==> config.mk <==
export PLATFORM = sky130hd
export DESIGN_NAME = scope_top
export DESIGN_NICKNAME = d
export VERILOG_FILES = /design/src/hw/scope_pkg.sv /design/src/hw/stats_if.sv /design/src/hw/capture_if.sv /design/src/hw/scope_top.sv /design/src/hw/scope_regs.sv /design/src/hw/sample_stats.sv /design/src/hw/trigger_capture.sv
export SDC_FILE = /design/constraint.sdc
export NUM_CORES = 1
export LEC_CHECK = 0
export ABC_CLOCK_PERIOD_IN_PS = 5900
export CAP_MARGIN = 10
export CORE_MARGIN = 2
export CORE_UTILIZATION = 49
export CTS_BUF_LIST = sky130_fd_sc_hd__clkbuf_4
export CTS_CLUSTER_SIZE = 8
export DETAILED_ROUTE_END_ITERATION = 8
export DONT_BUFFER_PORTS = 1
export PLACE_DENSITY_LB_ADDON = 0.25
export SETUP_SLACK_MARGIN = 0.02
export SLEW_MARGIN = 20
export SYNTH_ARGS = -nofsm -noshare
export SYNTH_HDL_FRONTEND = slang
export SYNTH_SLANG_ARGS = --single-unit
==> constraint.sdc <==
create_clock -name clk -period 5.9 [get_ports clk]
set_input_delay 0.885 -clock clk [delete_from_list [all_inputs] [get_ports clk]]
set_output_delay 0.885 -clock clk [all_outputs]
set_load 0.01 [all_outputs]
==> src/hw/scope_pkg.sv <==
`default_nettype none

package scope_pkg;

   // one adc sample
   localparam int sample_w = 12;

   typedef logic [sample_w-1:0] sample_t;

   // register byte offsets
   localparam logic [31:0] reg_ctrl   = 32'h000;
   localparam logic [31:0] reg_level  = 32'h004;
   localparam logic [31:0] reg_status = 32'h008;
   localparam logic [31:0] reg_min    = 32'h00C;
   localparam logic [31:0] reg_max    = 32'h010;
   localparam logic [31:0] reg_mean   = 32'h014;
   localparam logic [31:0] reg_frames = 32'h018;
   localparam logic [31:0] buf_base   = 32'h100;

   // axi response codes
   localparam logic [1:0] resp_okay   = 2'b00;
   localparam logic [1:0] resp_slverr = 2'b10;

   // index width for a buffer of n words
   function automatic int idx_w(input int n);
      return (n > 1) ? $clog2(n) : 1;
   endfunction

endpackage

`default_nettype wire
==> src/hw/stats_if.sv <==
`timescale 1ns/1ns
`default_nettype none

interface stats_if
   import scope_pkg::*;
();

   sample_t     min_val;
   sample_t     max_val;
   sample_t     mean_val;
   logic [31:0] frame_count;
   // one cycle strobe with each new result set
   logic        upd;

   modport source (
      output min_val, max_val, mean_val, frame_count, upd
   );

   modport sink (
      input  min_val, max_val, mean_val, frame_count, upd
   );

endinterface

`default_nettype wire

==> src/hw/capture_if.sv <==
`timescale 1ns/1ns
`default_nettype none

interface capture_if
   import scope_pkg::*;
#(
   parameter int depth = 64
) ();

   // driven by the register block
   logic                    arm;
   sample_t                 level;
   logic [idx_w(depth)-1:0] rd_addr;

   // driven by the capture block with rd_data one cycle after rd_addr
   logic                    armed;
   logic                    done;
   sample_t                 rd_data;

   modport capture (
      input  arm, level, rd_addr,
      output armed, done, rd_data
   );

   modport host (
      output arm, level, rd_addr,
      input  armed, done, rd_data
   );

endinterface

`default_nettype wire

==> src/hw/scope_top.sv <==
`timescale 1ns/1ns
`default_nettype none

module scope_top
   import scope_pkg::*;
#(
   parameter int depth      = 64,
   parameter int frame_log2 = 4
) (
   input  logic        clk,
   input  logic        rst_n,
   input  logic        sample_valid,
   input  sample_t     sample_data,
   input  logic [11:0] awaddr,
   input  logic        awvalid,
   output logic        awready,
   input  logic [31:0] wdata,
   input  logic [3:0]  wstrb,
   input  logic        wvalid,
   output logic        wready,
   output logic [1:0]  bresp,
   output logic        bvalid,
   input  logic        bready,
   input  logic [11:0] araddr,
   input  logic        arvalid,
   output logic        arready,
   output logic [31:0] rdata,
   output logic [1:0]  rresp,
   output logic        rvalid,
   input  logic        rready
);

   capture_if #(.depth(depth)) cap_bus ();
   stats_if                    stats_bus ();

   // both blocks see the same sample stream
   trigger_capture #(.depth(depth)) u_trigger_capture (
      .clk,
      .rst_n,
      .sample_valid,
      .sample_data,
      .cap (cap_bus)
   );

   sample_stats #(.frame_log2(frame_log2)) u_sample_stats (
      .clk,
      .rst_n,
      .sample_valid,
      .sample_data,
      .st  (stats_bus)
   );

   scope_regs #(.depth(depth)) u_scope_regs (
      .clk,
      .rst_n,
      .awaddr,
      .awvalid,
      .awready,
      .wdata,
      .wstrb,
      .wvalid,
      .wready,
      .bresp,
      .bvalid,
      .bready,
      .araddr,
      .arvalid,
      .arready,
      .rdata,
      .rresp,
      .rvalid,
      .rready,
      .cap (cap_bus),
      .st  (stats_bus)
   );

endmodule

`default_nettype wire

==> src/hw/scope_regs.sv <==
`timescale 1ns/1ns
`default_nettype none

module scope_regs
   import scope_pkg::*;
#(
   parameter int depth = 64
) (
   input  logic        clk,
   input  logic        rst_n,
   input  logic [11:0] awaddr,
   input  logic        awvalid,
   output logic        awready,
   input  logic [31:0] wdata,
   input  logic [3:0]  wstrb,
   input  logic        wvalid,
   output logic        wready,
   output logic [1:0]  bresp,
   output logic        bvalid,
   input  logic        bready,
   input  logic [11:0] araddr,
   input  logic        arvalid,
   output logic        arready,
   output logic [31:0] rdata,
   output logic [1:0]  rresp,
   output logic        rvalid,
   input  logic        rready,
   capture_if.host     cap,
   stats_if.sink       st
);

   localparam int          aw     = idx_w(depth);
   localparam logic [11:0] buf_lo = buf_base[11:0];
   localparam logic [11:0] buf_hi = 12'(buf_base + 4 * depth);

   typedef enum logic [3:0] {
      sel_zero,
      sel_level,
      sel_status,
      sel_min,
      sel_max,
      sel_mean,
      sel_frames,
      sel_buf,
      sel_err
   } rd_sel_t;

   logic        wr_rdy_q;
   logic        bvalid_q;
   logic        arm_q;
   sample_t     level_q;
   sample_t     min_q;
   sample_t     max_q;
   sample_t     mean_q;
   logic [31:0] frames_q;
   logic        arready_q;
   logic        rd_s1_q;
   logic        rvalid_q;
   rd_sel_t     sel_q;
   logic [31:0] rdata_q;
   logic [1:0]  rresp_q;

   logic        wr_hs;
   logic        ar_hs;
   rd_sel_t     sel;
   logic [11:0] buf_off;
   logic [31:0] rd_word;

   assign wr_hs = wr_rdy_q && awvalid && wvalid;
   assign ar_hs = arready_q && arvalid;

   // write channel, level register and arm strobe
   always_ff @(posedge clk or negedge rst_n) begin
      if (!rst_n) begin
         wr_rdy_q <= 1'b0;
         bvalid_q <= 1'b0;
         arm_q    <= 1'b0;
         level_q  <= '0;
      end else begin
         wr_rdy_q <= awvalid && wvalid && !bvalid_q && !wr_rdy_q;
         arm_q    <= wr_hs && (awaddr == reg_ctrl[11:0]) && wstrb[0] && wdata[0];
         if (wr_hs) begin
            bvalid_q <= 1'b1;
         end else if (bready) begin
            bvalid_q <= 1'b0;
         end
         if (wr_hs && (awaddr == reg_level[11:0])) begin
            for (int i = 0; i < sample_w; i++) begin
               if (wstrb[i / 8]) begin
                  level_q[i] <= wdata[i];
               end
            end
         end
      end
   end

   // snapshot of the last completed frame
   always_ff @(posedge clk or negedge rst_n) begin
      if (!rst_n) begin
         min_q    <= '0;
         max_q    <= '0;
         mean_q   <= '0;
         frames_q <= '0;
      end else if (st.upd) begin
         min_q    <= st.min_val;
         max_q    <= st.max_val;
         mean_q   <= st.mean_val;
         frames_q <= st.frame_count;
      end
   end

   // address decode in the handshake cycle
   always_comb begin
      sel = sel_err;
      if ((araddr >= buf_lo) && (araddr < buf_hi) && (araddr[1:0] == 2'b00)) begin
         sel = sel_buf;
      end else begin
         case (araddr)
            reg_ctrl[11:0]:   sel = sel_zero;
            reg_level[11:0]:  sel = sel_level;
            reg_status[11:0]: sel = sel_status;
            reg_min[11:0]:    sel = sel_min;
            reg_max[11:0]:    sel = sel_max;
            reg_mean[11:0]:   sel = sel_mean;
            reg_frames[11:0]: sel = sel_frames;
            default:          sel = sel_err;
         endcase
      end
   end

   // buffer word index goes out with the address
   assign buf_off     = araddr - buf_lo;
   assign cap.rd_addr = buf_off[aw+1:2];

   always_comb begin
      case (sel_q)
         sel_level:  rd_word = 32'(level_q);
         sel_status: rd_word = {30'd0, cap.done, cap.armed};
         sel_min:    rd_word = 32'(min_q);
         sel_max:    rd_word = 32'(max_q);
         sel_mean:   rd_word = 32'(mean_q);
         sel_frames: rd_word = frames_q;
         sel_buf:    rd_word = 32'(cap.rd_data);
         default:    rd_word = '0;
      endcase
   end

   // read channel with one read in flight
   always_ff @(posedge clk or negedge rst_n) begin
      if (!rst_n) begin
         arready_q <= 1'b0;
         rd_s1_q   <= 1'b0;
         rvalid_q  <= 1'b0;
      end else begin
         rd_s1_q <= ar_hs;
         if (ar_hs) begin
            arready_q <= 1'b0;
         end else if (!rd_s1_q && (!rvalid_q || rready)) begin
            arready_q <= 1'b1;
         end
         if (rd_s1_q) begin
            rvalid_q <= 1'b1;
         end else if (rready) begin
            rvalid_q <= 1'b0;
         end
      end
   end

   always_ff @(posedge clk) begin
      if (ar_hs) begin
         sel_q <= sel;
      end
      if (rd_s1_q) begin
         rdata_q <= rd_word;
         rresp_q <= (sel_q == sel_err) ? resp_slverr : resp_okay;
      end
   end

   assign awready   = wr_rdy_q;
   assign wready    = wr_rdy_q;
   assign bvalid    = bvalid_q;
   // writes always complete
   assign bresp     = resp_okay;
   assign arready   = arready_q;
   assign rvalid    = rvalid_q;
   assign rdata     = rdata_q;
   assign rresp     = rresp_q;
   assign cap.arm   = arm_q;
   assign cap.level = level_q;

endmodule

`default_nettype wire

==> src/hw/sample_stats.sv <==
`timescale 1ns/1ns
`default_nettype none

module sample_stats
   import scope_pkg::*;
#(
   parameter int frame_log2 = 4
) (
   input  logic     clk,
   input  logic     rst_n,
   input  logic     sample_valid,
   input  sample_t  sample_data,
   stats_if.source  st
);

   localparam int            cw       = (frame_log2 > 0) ? frame_log2 : 1;
   localparam int            sw       = sample_w + frame_log2;
   localparam logic [cw-1:0] last_cnt = cw'((1 << frame_log2) - 1);

   logic [cw-1:0] cnt_q;
   sample_t       run_min_q;
   sample_t       run_max_q;
   logic [sw-1:0] run_sum_q;
   sample_t       min_q;
   sample_t       max_q;
   sample_t       mean_q;
   logic [31:0]   frames_q;
   logic          upd_q;

   sample_t       min_nxt;
   sample_t       max_nxt;
   logic [sw-1:0] sum_nxt;
   logic          first;
   logic          last;

   assign first = (cnt_q == '0);
   assign last  = (cnt_q == last_cnt);

   // running values including the current sample
   always_comb begin
      if (first) begin
         min_nxt = sample_data;
         max_nxt = sample_data;
         sum_nxt = sw'(sample_data);
      end else begin
         min_nxt = (sample_data < run_min_q) ? sample_data : run_min_q;
         max_nxt = (sample_data > run_max_q) ? sample_data : run_max_q;
         sum_nxt = run_sum_q + sw'(sample_data);
      end
   end

   always_ff @(posedge clk) begin
      if (sample_valid) begin
         run_min_q <= min_nxt;
         run_max_q <= max_nxt;
         run_sum_q <= sum_nxt;
      end
   end

   always_ff @(posedge clk or negedge rst_n) begin
      if (!rst_n) begin
         cnt_q    <= '0;
         min_q    <= '0;
         max_q    <= '0;
         mean_q   <= '0;
         frames_q <= '0;
         upd_q    <= 1'b0;
      end else begin
         upd_q <= 1'b0;
         if (sample_valid) begin
            cnt_q <= last ? '0 : cnt_q + 1'b1;
            // mean at frame end is the truncated sum / 2**frame_log2
            if (last) begin
               min_q    <= min_nxt;
               max_q    <= max_nxt;
               mean_q   <= sample_t'(sum_nxt >> frame_log2);
               frames_q <= frames_q + 32'd1;
               upd_q    <= 1'b1;
            end
         end
      end
   end

   assign st.min_val     = min_q;
   assign st.max_val     = max_q;
   assign st.mean_val    = mean_q;
   assign st.frame_count = frames_q;
   assign st.upd         = upd_q;

endmodule

`default_nettype wire

==> src/hw/trigger_capture.sv <==
`timescale 1ns/1ns
`default_nettype none

module trigger_capture
   import scope_pkg::*;
#(
   parameter int depth = 64
) (
   input  logic       clk,
   input  logic       rst_n,
   input  logic       sample_valid,
   input  sample_t    sample_data,
   capture_if.capture cap
);

   localparam int            aw       = idx_w(depth);
   localparam logic [aw-1:0] last_idx = aw'(depth - 1);

   sample_t       mem [depth];
   sample_t       prev_q;
   sample_t       rd_data_q;
   logic          have_prev_q;
   logic          armed_q;
   logic          trig_q;
   logic          done_q;
   logic [aw-1:0] cnt_q;

   logic          crossing;
   logic          hit;
   logic          wr_en;
   logic [aw-1:0] wr_idx;

   // rising crossing against the previous valid sample
   assign crossing = have_prev_q && (prev_q < cap.level) && (sample_data >= cap.level);
   assign hit      = armed_q && !trig_q && sample_valid && crossing;
   assign wr_en    = hit || (trig_q && sample_valid);
   // cnt_q stays zero until the trigger sample lands at index 0
   assign wr_idx   = cnt_q;

   always_ff @(posedge clk or negedge rst_n) begin
      if (!rst_n) begin
         have_prev_q <= 1'b0;
      end else if (sample_valid) begin
         have_prev_q <= 1'b1;
      end
   end

   always_ff @(posedge clk) begin
      if (sample_valid) begin
         prev_q <= sample_data;
      end
   end

   // arm, wait for crossing, fill, done
   always_ff @(posedge clk or negedge rst_n) begin
      if (!rst_n) begin
         armed_q <= 1'b0;
         trig_q  <= 1'b0;
         done_q  <= 1'b0;
         cnt_q   <= '0;
      end else if (cap.arm) begin
         armed_q <= 1'b1;
         trig_q  <= 1'b0;
         done_q  <= 1'b0;
         cnt_q   <= '0;
      end else if (wr_en) begin
         if (wr_idx == last_idx) begin
            armed_q <= 1'b0;
            trig_q  <= 1'b0;
            done_q  <= 1'b1;
            cnt_q   <= '0;
         end else begin
            trig_q  <= 1'b1;
            cnt_q   <= wr_idx + 1'b1;
         end
      end
   end

   // sample memory with a registered read port
   always_ff @(posedge clk) begin
      if (wr_en) begin
         mem[wr_idx] <= sample_data;
      end
      rd_data_q <= mem[cap.rd_addr];
   end

   assign cap.armed   = armed_q;
   assign cap.done    = done_q;
   assign cap.rd_data = rd_data_q;

endmodule

`default_nettype wire

# --- Yosys cells after proc, flatten, opt, wreduce, memory -nomap -nowiden ---
# Memory sizes are Yosys's and may differ from the RTL's. A register that Yosys moved wholly into a read port is not among the register bits.
# Cells that the tools add are included.
op_classes:
  order_cmp: 6
  n_reduce_logical: 39
  n_shift: 0
  mux: 31
  n_addsub: 5
  bitwise_logic: 0
  multipliers: 0
  div_mod_pow: 0
  n_eq_ne: 17
ops:
  columns: ["cell", "n"]
  rows:
  - ["$pmux 32 s7", 1]
  - ["$mux 12", 4]
  - ["$eq 12x5->1 const B", 3]
  - ["$add 32x1->32 const B", 1]
  - ["$pmux 4 s7", 1]
  - ["$eq 12x3->1 const B", 2]
  - ["$eq 12x4->1 const B", 2]
  - ["$logic_not 12->1", 2]
  - ["$lt 12x12->1", 2]
  - ["$logic_and 1x1->1", 19]
  - ["$mux 1", 19]
  - ["$mux 6", 3]
  - ["$add 16x12->16", 1]
  - ["$eq 4x3->1 const B", 4]
  - ["$mux 16", 1]
  - ["$ge 12x12->1", 1]
  - ["$ge 12x9->1 const B", 1]
  - ["$gt 12x12->1", 1]
  - ["$lt 12x10->1 const B", 1]
  - ["$reduce_bool 2->1", 5]
  - ["$eq 4x2->1 const B", 2]
  - ["$eq 4x4->1 const B", 2]
  - ["$reduce_and 2->1", 4]
  - ["$sub 8x1->8 const B", 1]
  - ["10 further kinds", 15]
word_totals:
  latchBits: 0
  ff_bits: 259
  out_inout_bits: 41
  ramBits: 768
  n_memories: 1
  wordCells: 129
  romBits: 0
  input_bits: 80
memory_table:
  columns: ["memory", "words", "width", "read_ports", "rd_ports_with_merged_regs", "write_ports", "line", "text"]
  rows:
  - ["u_trigger_capture.mem", 64, 12, 1, 1, 1, "trigger_capture.sv:19", "sample_t mem [depth];"]

# --- Logic depth before layout (Yosys ltp) ---
logic_depth:
  word_depth: 7
  depth_mapped: 9

# --- By module ---
# A second synthesis with hierarchy kept.
hier_totals:
  hier_cells: 2242
  area_unflattened_um2: 42470.7
by_module_without_submodules:
  columns: ["module", "instances", "seq_area_each_um2", "area_per_inst_um2", "cells_each"]
  rows:
  - ["trigger_capture", 1, 23912.9, 31148.6, 1339]
  - ["sample_stats", 1, 3027.9, 5972.0, 529]
  - ["scope_regs", 1, 3263.1, 5350.1, 374]

# --- Least setup slack after synthesis ---
# OpenSTA, ideal clock, no wires.
synth_path:
  kind: "input to register"
  from: "in sample_data[0]"
  to: "mem u_trigger_capture.mem[10][0] (netlist name), enable pin"
  t_required_ns: 5.504
  slack_ns: 2.311
  cell_stages: 9
  arrival_time_ns: 3.193
  path_buffers: 1
  cell_sequence: "inv_1 > ha_1 > nand2b_1 > a31oi_1 > nor4_1 > o31a_1 > a21oi_1 > clkbuf_1 > nor3_1"
synth_via:
  elab_chain_cells: 6
synth_rtl:
  columns: ["item", "line", "text"]
  rows:
  - ["start: declaration", "scope_top.sv:13", "input sample_t sample_data,"]
  - ["$ge 12x12->1", "trigger_capture.sv:34", "assign crossing = have_prev_q && (prev_q < cap.level) && (sample_data >= cap.level);"]
  - ["$logic_and 1x1->1", "trigger_capture.sv:34", null]
  - ["$logic_and 1x1->1", "trigger_capture.sv:35", "assign hit = armed_q && !trig_q && sample_valid && crossing;"]
  - ["$logic_or 1x1->1", "trigger_capture.sv:36", "assign wr_en = hit || (trig_q && sample_valid);"]
  - ["$mux 1", "trigger_capture.sv:81", "if (wr_en) begin"]
  - ["$mux 1 (not written as such)", "trigger_capture.sv:82", "mem[wr_idx] <= sample_data;"]
  - ["end: declaration", "trigger_capture.sv:19", null]
# No other way between the ends.

# --- Worst setup path after layout ---
layout_path:
  from: "reg u_scope_regs.level_q[5], in the netlist u_scope_regs.cap.level[5]"
  to: "mem u_trigger_capture.mem[24][1] (netlist name), enable pin"
layout_via:
  elab_chain_cells: 7
layout_rtl:
  columns: ["item", "line", "text"]
  rows:
  - ["start: declaration", "scope_regs.sv:51", "sample_t level_q;"]
  - ["start signal: indexed assignment", "scope_regs.sv:90", "level_q[i] <= wdata[i];"]
  - ["$lt 12x12->1", "trigger_capture.sv:34", null]
  - ["$logic_and 1x1->1", "trigger_capture.sv:34", null]
  - ["$logic_and 1x1->1 *", "trigger_capture.sv:34", null]
  - ["$logic_and 1x1->1 *", "trigger_capture.sv:35", null]
  - ["$logic_or 1x1->1 *", "trigger_capture.sv:36", null]
  - ["$mux 1 *", "trigger_capture.sv:81", null]
  - ["$mux 1 (not written as such) *", "trigger_capture.sv:82", null]
# Mark *: on every way between the ends. The rest lies on a longest branch, timed or not.

==> results.toml <==
[clocking]
cts_htree_levels = 5
cts_made_buffers = 287
cts.path.max_buffers = 4
clock_latency_ns = 1.16
cts_tree = "done"
cts_root_buffer = "clkbuf_4"
cts.clk_slew.worst_paths_ns = 0.06
clock-sinks = 1038
cts_resized = 0

[critical_path]
crit_arrival_ns = 4.30
r2r_cells = 9
cp-end-kind = "flop"
r2r-end = "u_trigger_capture.mem[24][1]"
start_kind = "flop"
cp-startpoint = "u_scope_regs.cap.level[5]"
crit_fanout = 42
regToRegSetupSlack_ns = 2.30
critPathRequiredTime_ns = 6.60
worst-setup-path-type = "flop to flop"
r2r_start = "u_scope_regs.cap.level[5]"
crit_path_end = "u_trigger_capture.mem[24][1]"

[sta]
finalCritPeriodShare_pct = 61.02
skew_ns = 0.1115
min_period_ns = 3.600
rsz0062_at_grt = "false"
worst_hold_slack_ns = 0.1089
slew_headroom_pct = 15.64
finalSetupViolCount = 0
max_freq_ghz = 0.2778
worstMarginPinSlew_ns = 1.262
tns_ns = 0
slew_violations = 0
hold_viol_final = 0

[die]
die_h_um = 297.7
initial_core_util_pct = 49.55
dieWidth_um = 297.7
rows = 107
dieArea_sq_um = 88600
ios = 121
core_sq_um = 85280

[grt]
grt_start_max_net_pins = 197
gr-usage-all-layers_pct = 23.60
grt_pass1_wl_um = 151700
antenna_found_initial = 14
grt-ovfl-total = 0
first_global_vias = 23441

[power_and_ir_drop]
power_density_nw_per_um2 = 339.1
p_leak_nw = 17.07
vdd_ir_drop_max_mv = 0.2662

[synth]
synth_edf_count = 857
synth-seq-area-share_pct = 71.48
synth_common_cells = "edfxtp_1 (857), mux4_2 (225), dfrtp_1 (169), mux2_2 (129), nor3_1 (82)"
synth_warnings = 0
synth.top_cell.area_share_pct = 60.90
synth_flop_cell = "edfxtp_1"
synth_top_cell_by_area = "edfxtp_1"
ys_ff_latch = 1038
synthCells = 2277
ys_types = 68
syn_area_sq_um = 42250
ys_top_cells_by_area = "edfxtp_1 (61%), mux4_2 (12%), dfrtp_1 (10%)"
yosysMostFrequentCell = "edfxtp_1"
synthArstFlopShare_pct = 16.28
avgSynthCellArea_sq_um = 18.56

[min_path]
hold_class = "primary input to flop"

[final_layout]
syn_to_final_growth_pct = 13.33
nNetsFinal = 2671
multi_input_area_sq_um = 11620
drive_gt1_share_pct = 32.94
num-fill-cells = 6616
seq_area_sq_um = 30210

[place]
dp_hpwl_um = 55320
gp_congestion = 0.8355
io_buffers = 0

[route]
wl_per_cell_um = 26.78
vias = 22930
drc = 0
totalWireLength_um = 103100
drt_iter0_markers = 2615
dr.pass1.iters = 6
postRouteAntennaNets = 0
viasPerCell = 5.956

[run]
drv_cap = 0

[status]
status = "complete, no violations"
==> critical path, cell delays in order, from the launching register on <==
cell and delay (ns):
dfrtp_1 0.47, inv_1 0.11, ha_1 0.32, a21oi_1 0.13
nor2b_1 0.06, o21ai_0 0.39, a31o_2 0.30, a21oi_4 0.18
buf_12 0.28, nor3_2 0.96
==> cell families after synthesis <==
family / count (synthesis) / share of synthesized area (%)
xor+xnor: 39 / 0.8084
simple gates: 361 / 4.424
buf+inv: 178 / 1.883
other cells: 1 / 0.008875
mux: 382 / 16.10
compound gates: 215 / 3.414
fa+ha+maj: 63 / 1.883
flops: 1038 / 71.48
==> cells in the final DEF, fill, tap and decap left out, types with 5 or more instances in the layout <==
cell type      Yosys  final
xnor2_1           28     28
a21o_1             6      6
inv_1             56     56
xor2_1            11     11
dfrtp_1          169    168
o21a_1             5      5
clkbuf_4           0    415
nand2_1           76     76
and2_1            24     24
o21ai_0           35     35
clkinv_1           0     32
a221o_1            7      7
o211ai_1          11     11
nand3_1           42     42
mux2i_1           27     27
edfxtp_1         857    857
and3_1            13     13
nor2b_1           10     10
nor3_2             0     21
nand2b_1          15     15
buf_16             0     15
mux4_2           225    225
nor3_1            82     40
nand4_1           17     17
a21oi_1           49     47
nor2_1            39     39
nor3_4             0     21
dfxtp_1           12     12
a22oi_1           45     45
ha_1              62     62
inv_2              0      8
or3_1             10     10
nand3b_1           5      5
diode_2            0      7
a31oi_1           11     11
buf_4             11     35
a211oi_1          14     14
mux2_2           129    129
dlygate4sd3_1      0     31
==> cell type report <==
type / count / share of cell area (%)
Antenna cell: 7 / 0.03658
Multi-Input combinational cell: 1063 / 24.27
Clock inverter: 45 / 0.5748
Clock buffer: 415 / 6.506
Inverter: 56 / 0.4390
Tap cell: 1144 / 2.989
Timing Repair Buffer: 82 / 2.101
Sequential cell: 1038 / 63.08
==> per-stage QoR <==
stage	utilization (%)	area, sq um	total power, W	setup WS [ns]	cells
final	56.15	47880	0.01624	2.300	3850
after global routing	56.15	47880	0.01699	2.103	3850
after CTS	55.97	47740	0.01640	2.272	3843
after detailed placement	51.18	43650	0.01000	1.795	3338
after global placement	51.15	43620	0.009931	1.651	3337
after floorplan	-	42260	0.009713	2.311	2279
==> worst min path at each step <==
stage | to | cells past startpoint | slack, ns | startpoint
6_report | u_sample_stats.run_sum_q[4] | 2 | 0.11 | sample_data[4]
3_5_place_dp | u_sample_stats.st.frame_count[31] | 1 | 0.45 | u_sample_stats.st.frame_count[31]
5_1_grt | u_trigger_capture.cap.rd_data[1] | 2 | 0.02 | araddr[6]
4_1_cts | u_scope_regs.sel_q[1] | 2 | 0.002 | araddr[3]
3_3_place_gp | u_trigger_capture.have_prev_q | 1 | 0.45 | u_trigger_capture.have_prev_q
2_1_floorplan | u_sample_stats.st.frame_count[31] | 1 | 0.44 | u_sample_stats.st.frame_count[31]
==> layer usage <==
metal / share of wire [%] / GRT usage [%]
met2: 48 / 36.32
met5: 0 / 0
met1: 40 / 32.41
met4: 3.3 / 10.06
met3: 9.0 / 5.688
==> report_power, final <==
group	internal [W]	switching (W)
Sequential	0.00832	0.000232
Clock	0.00336	0.00282
Combinational	0.000694	0.000808
Total	0.0124	0.00386
==> sequential cells by signal (all words and copies together) (netlist names), 16 cells and up <==
signal                         flops
u_sample_stats.run_sum_q          16
u_scope_regs.rdata                32
u_sample_stats.st.frame_count     32
u_trigger_capture.mem            768
u_scope_regs.frames_q             32
==> what timing repair did <==
item,in CTS,in global routing
buffers inserted,0,0
endpoints found under the hold margin,1055,0
hold buffers,45,0
endpoints found under the setup margin,0,0
Note: power is estimated with default switching activity, not from simulation.
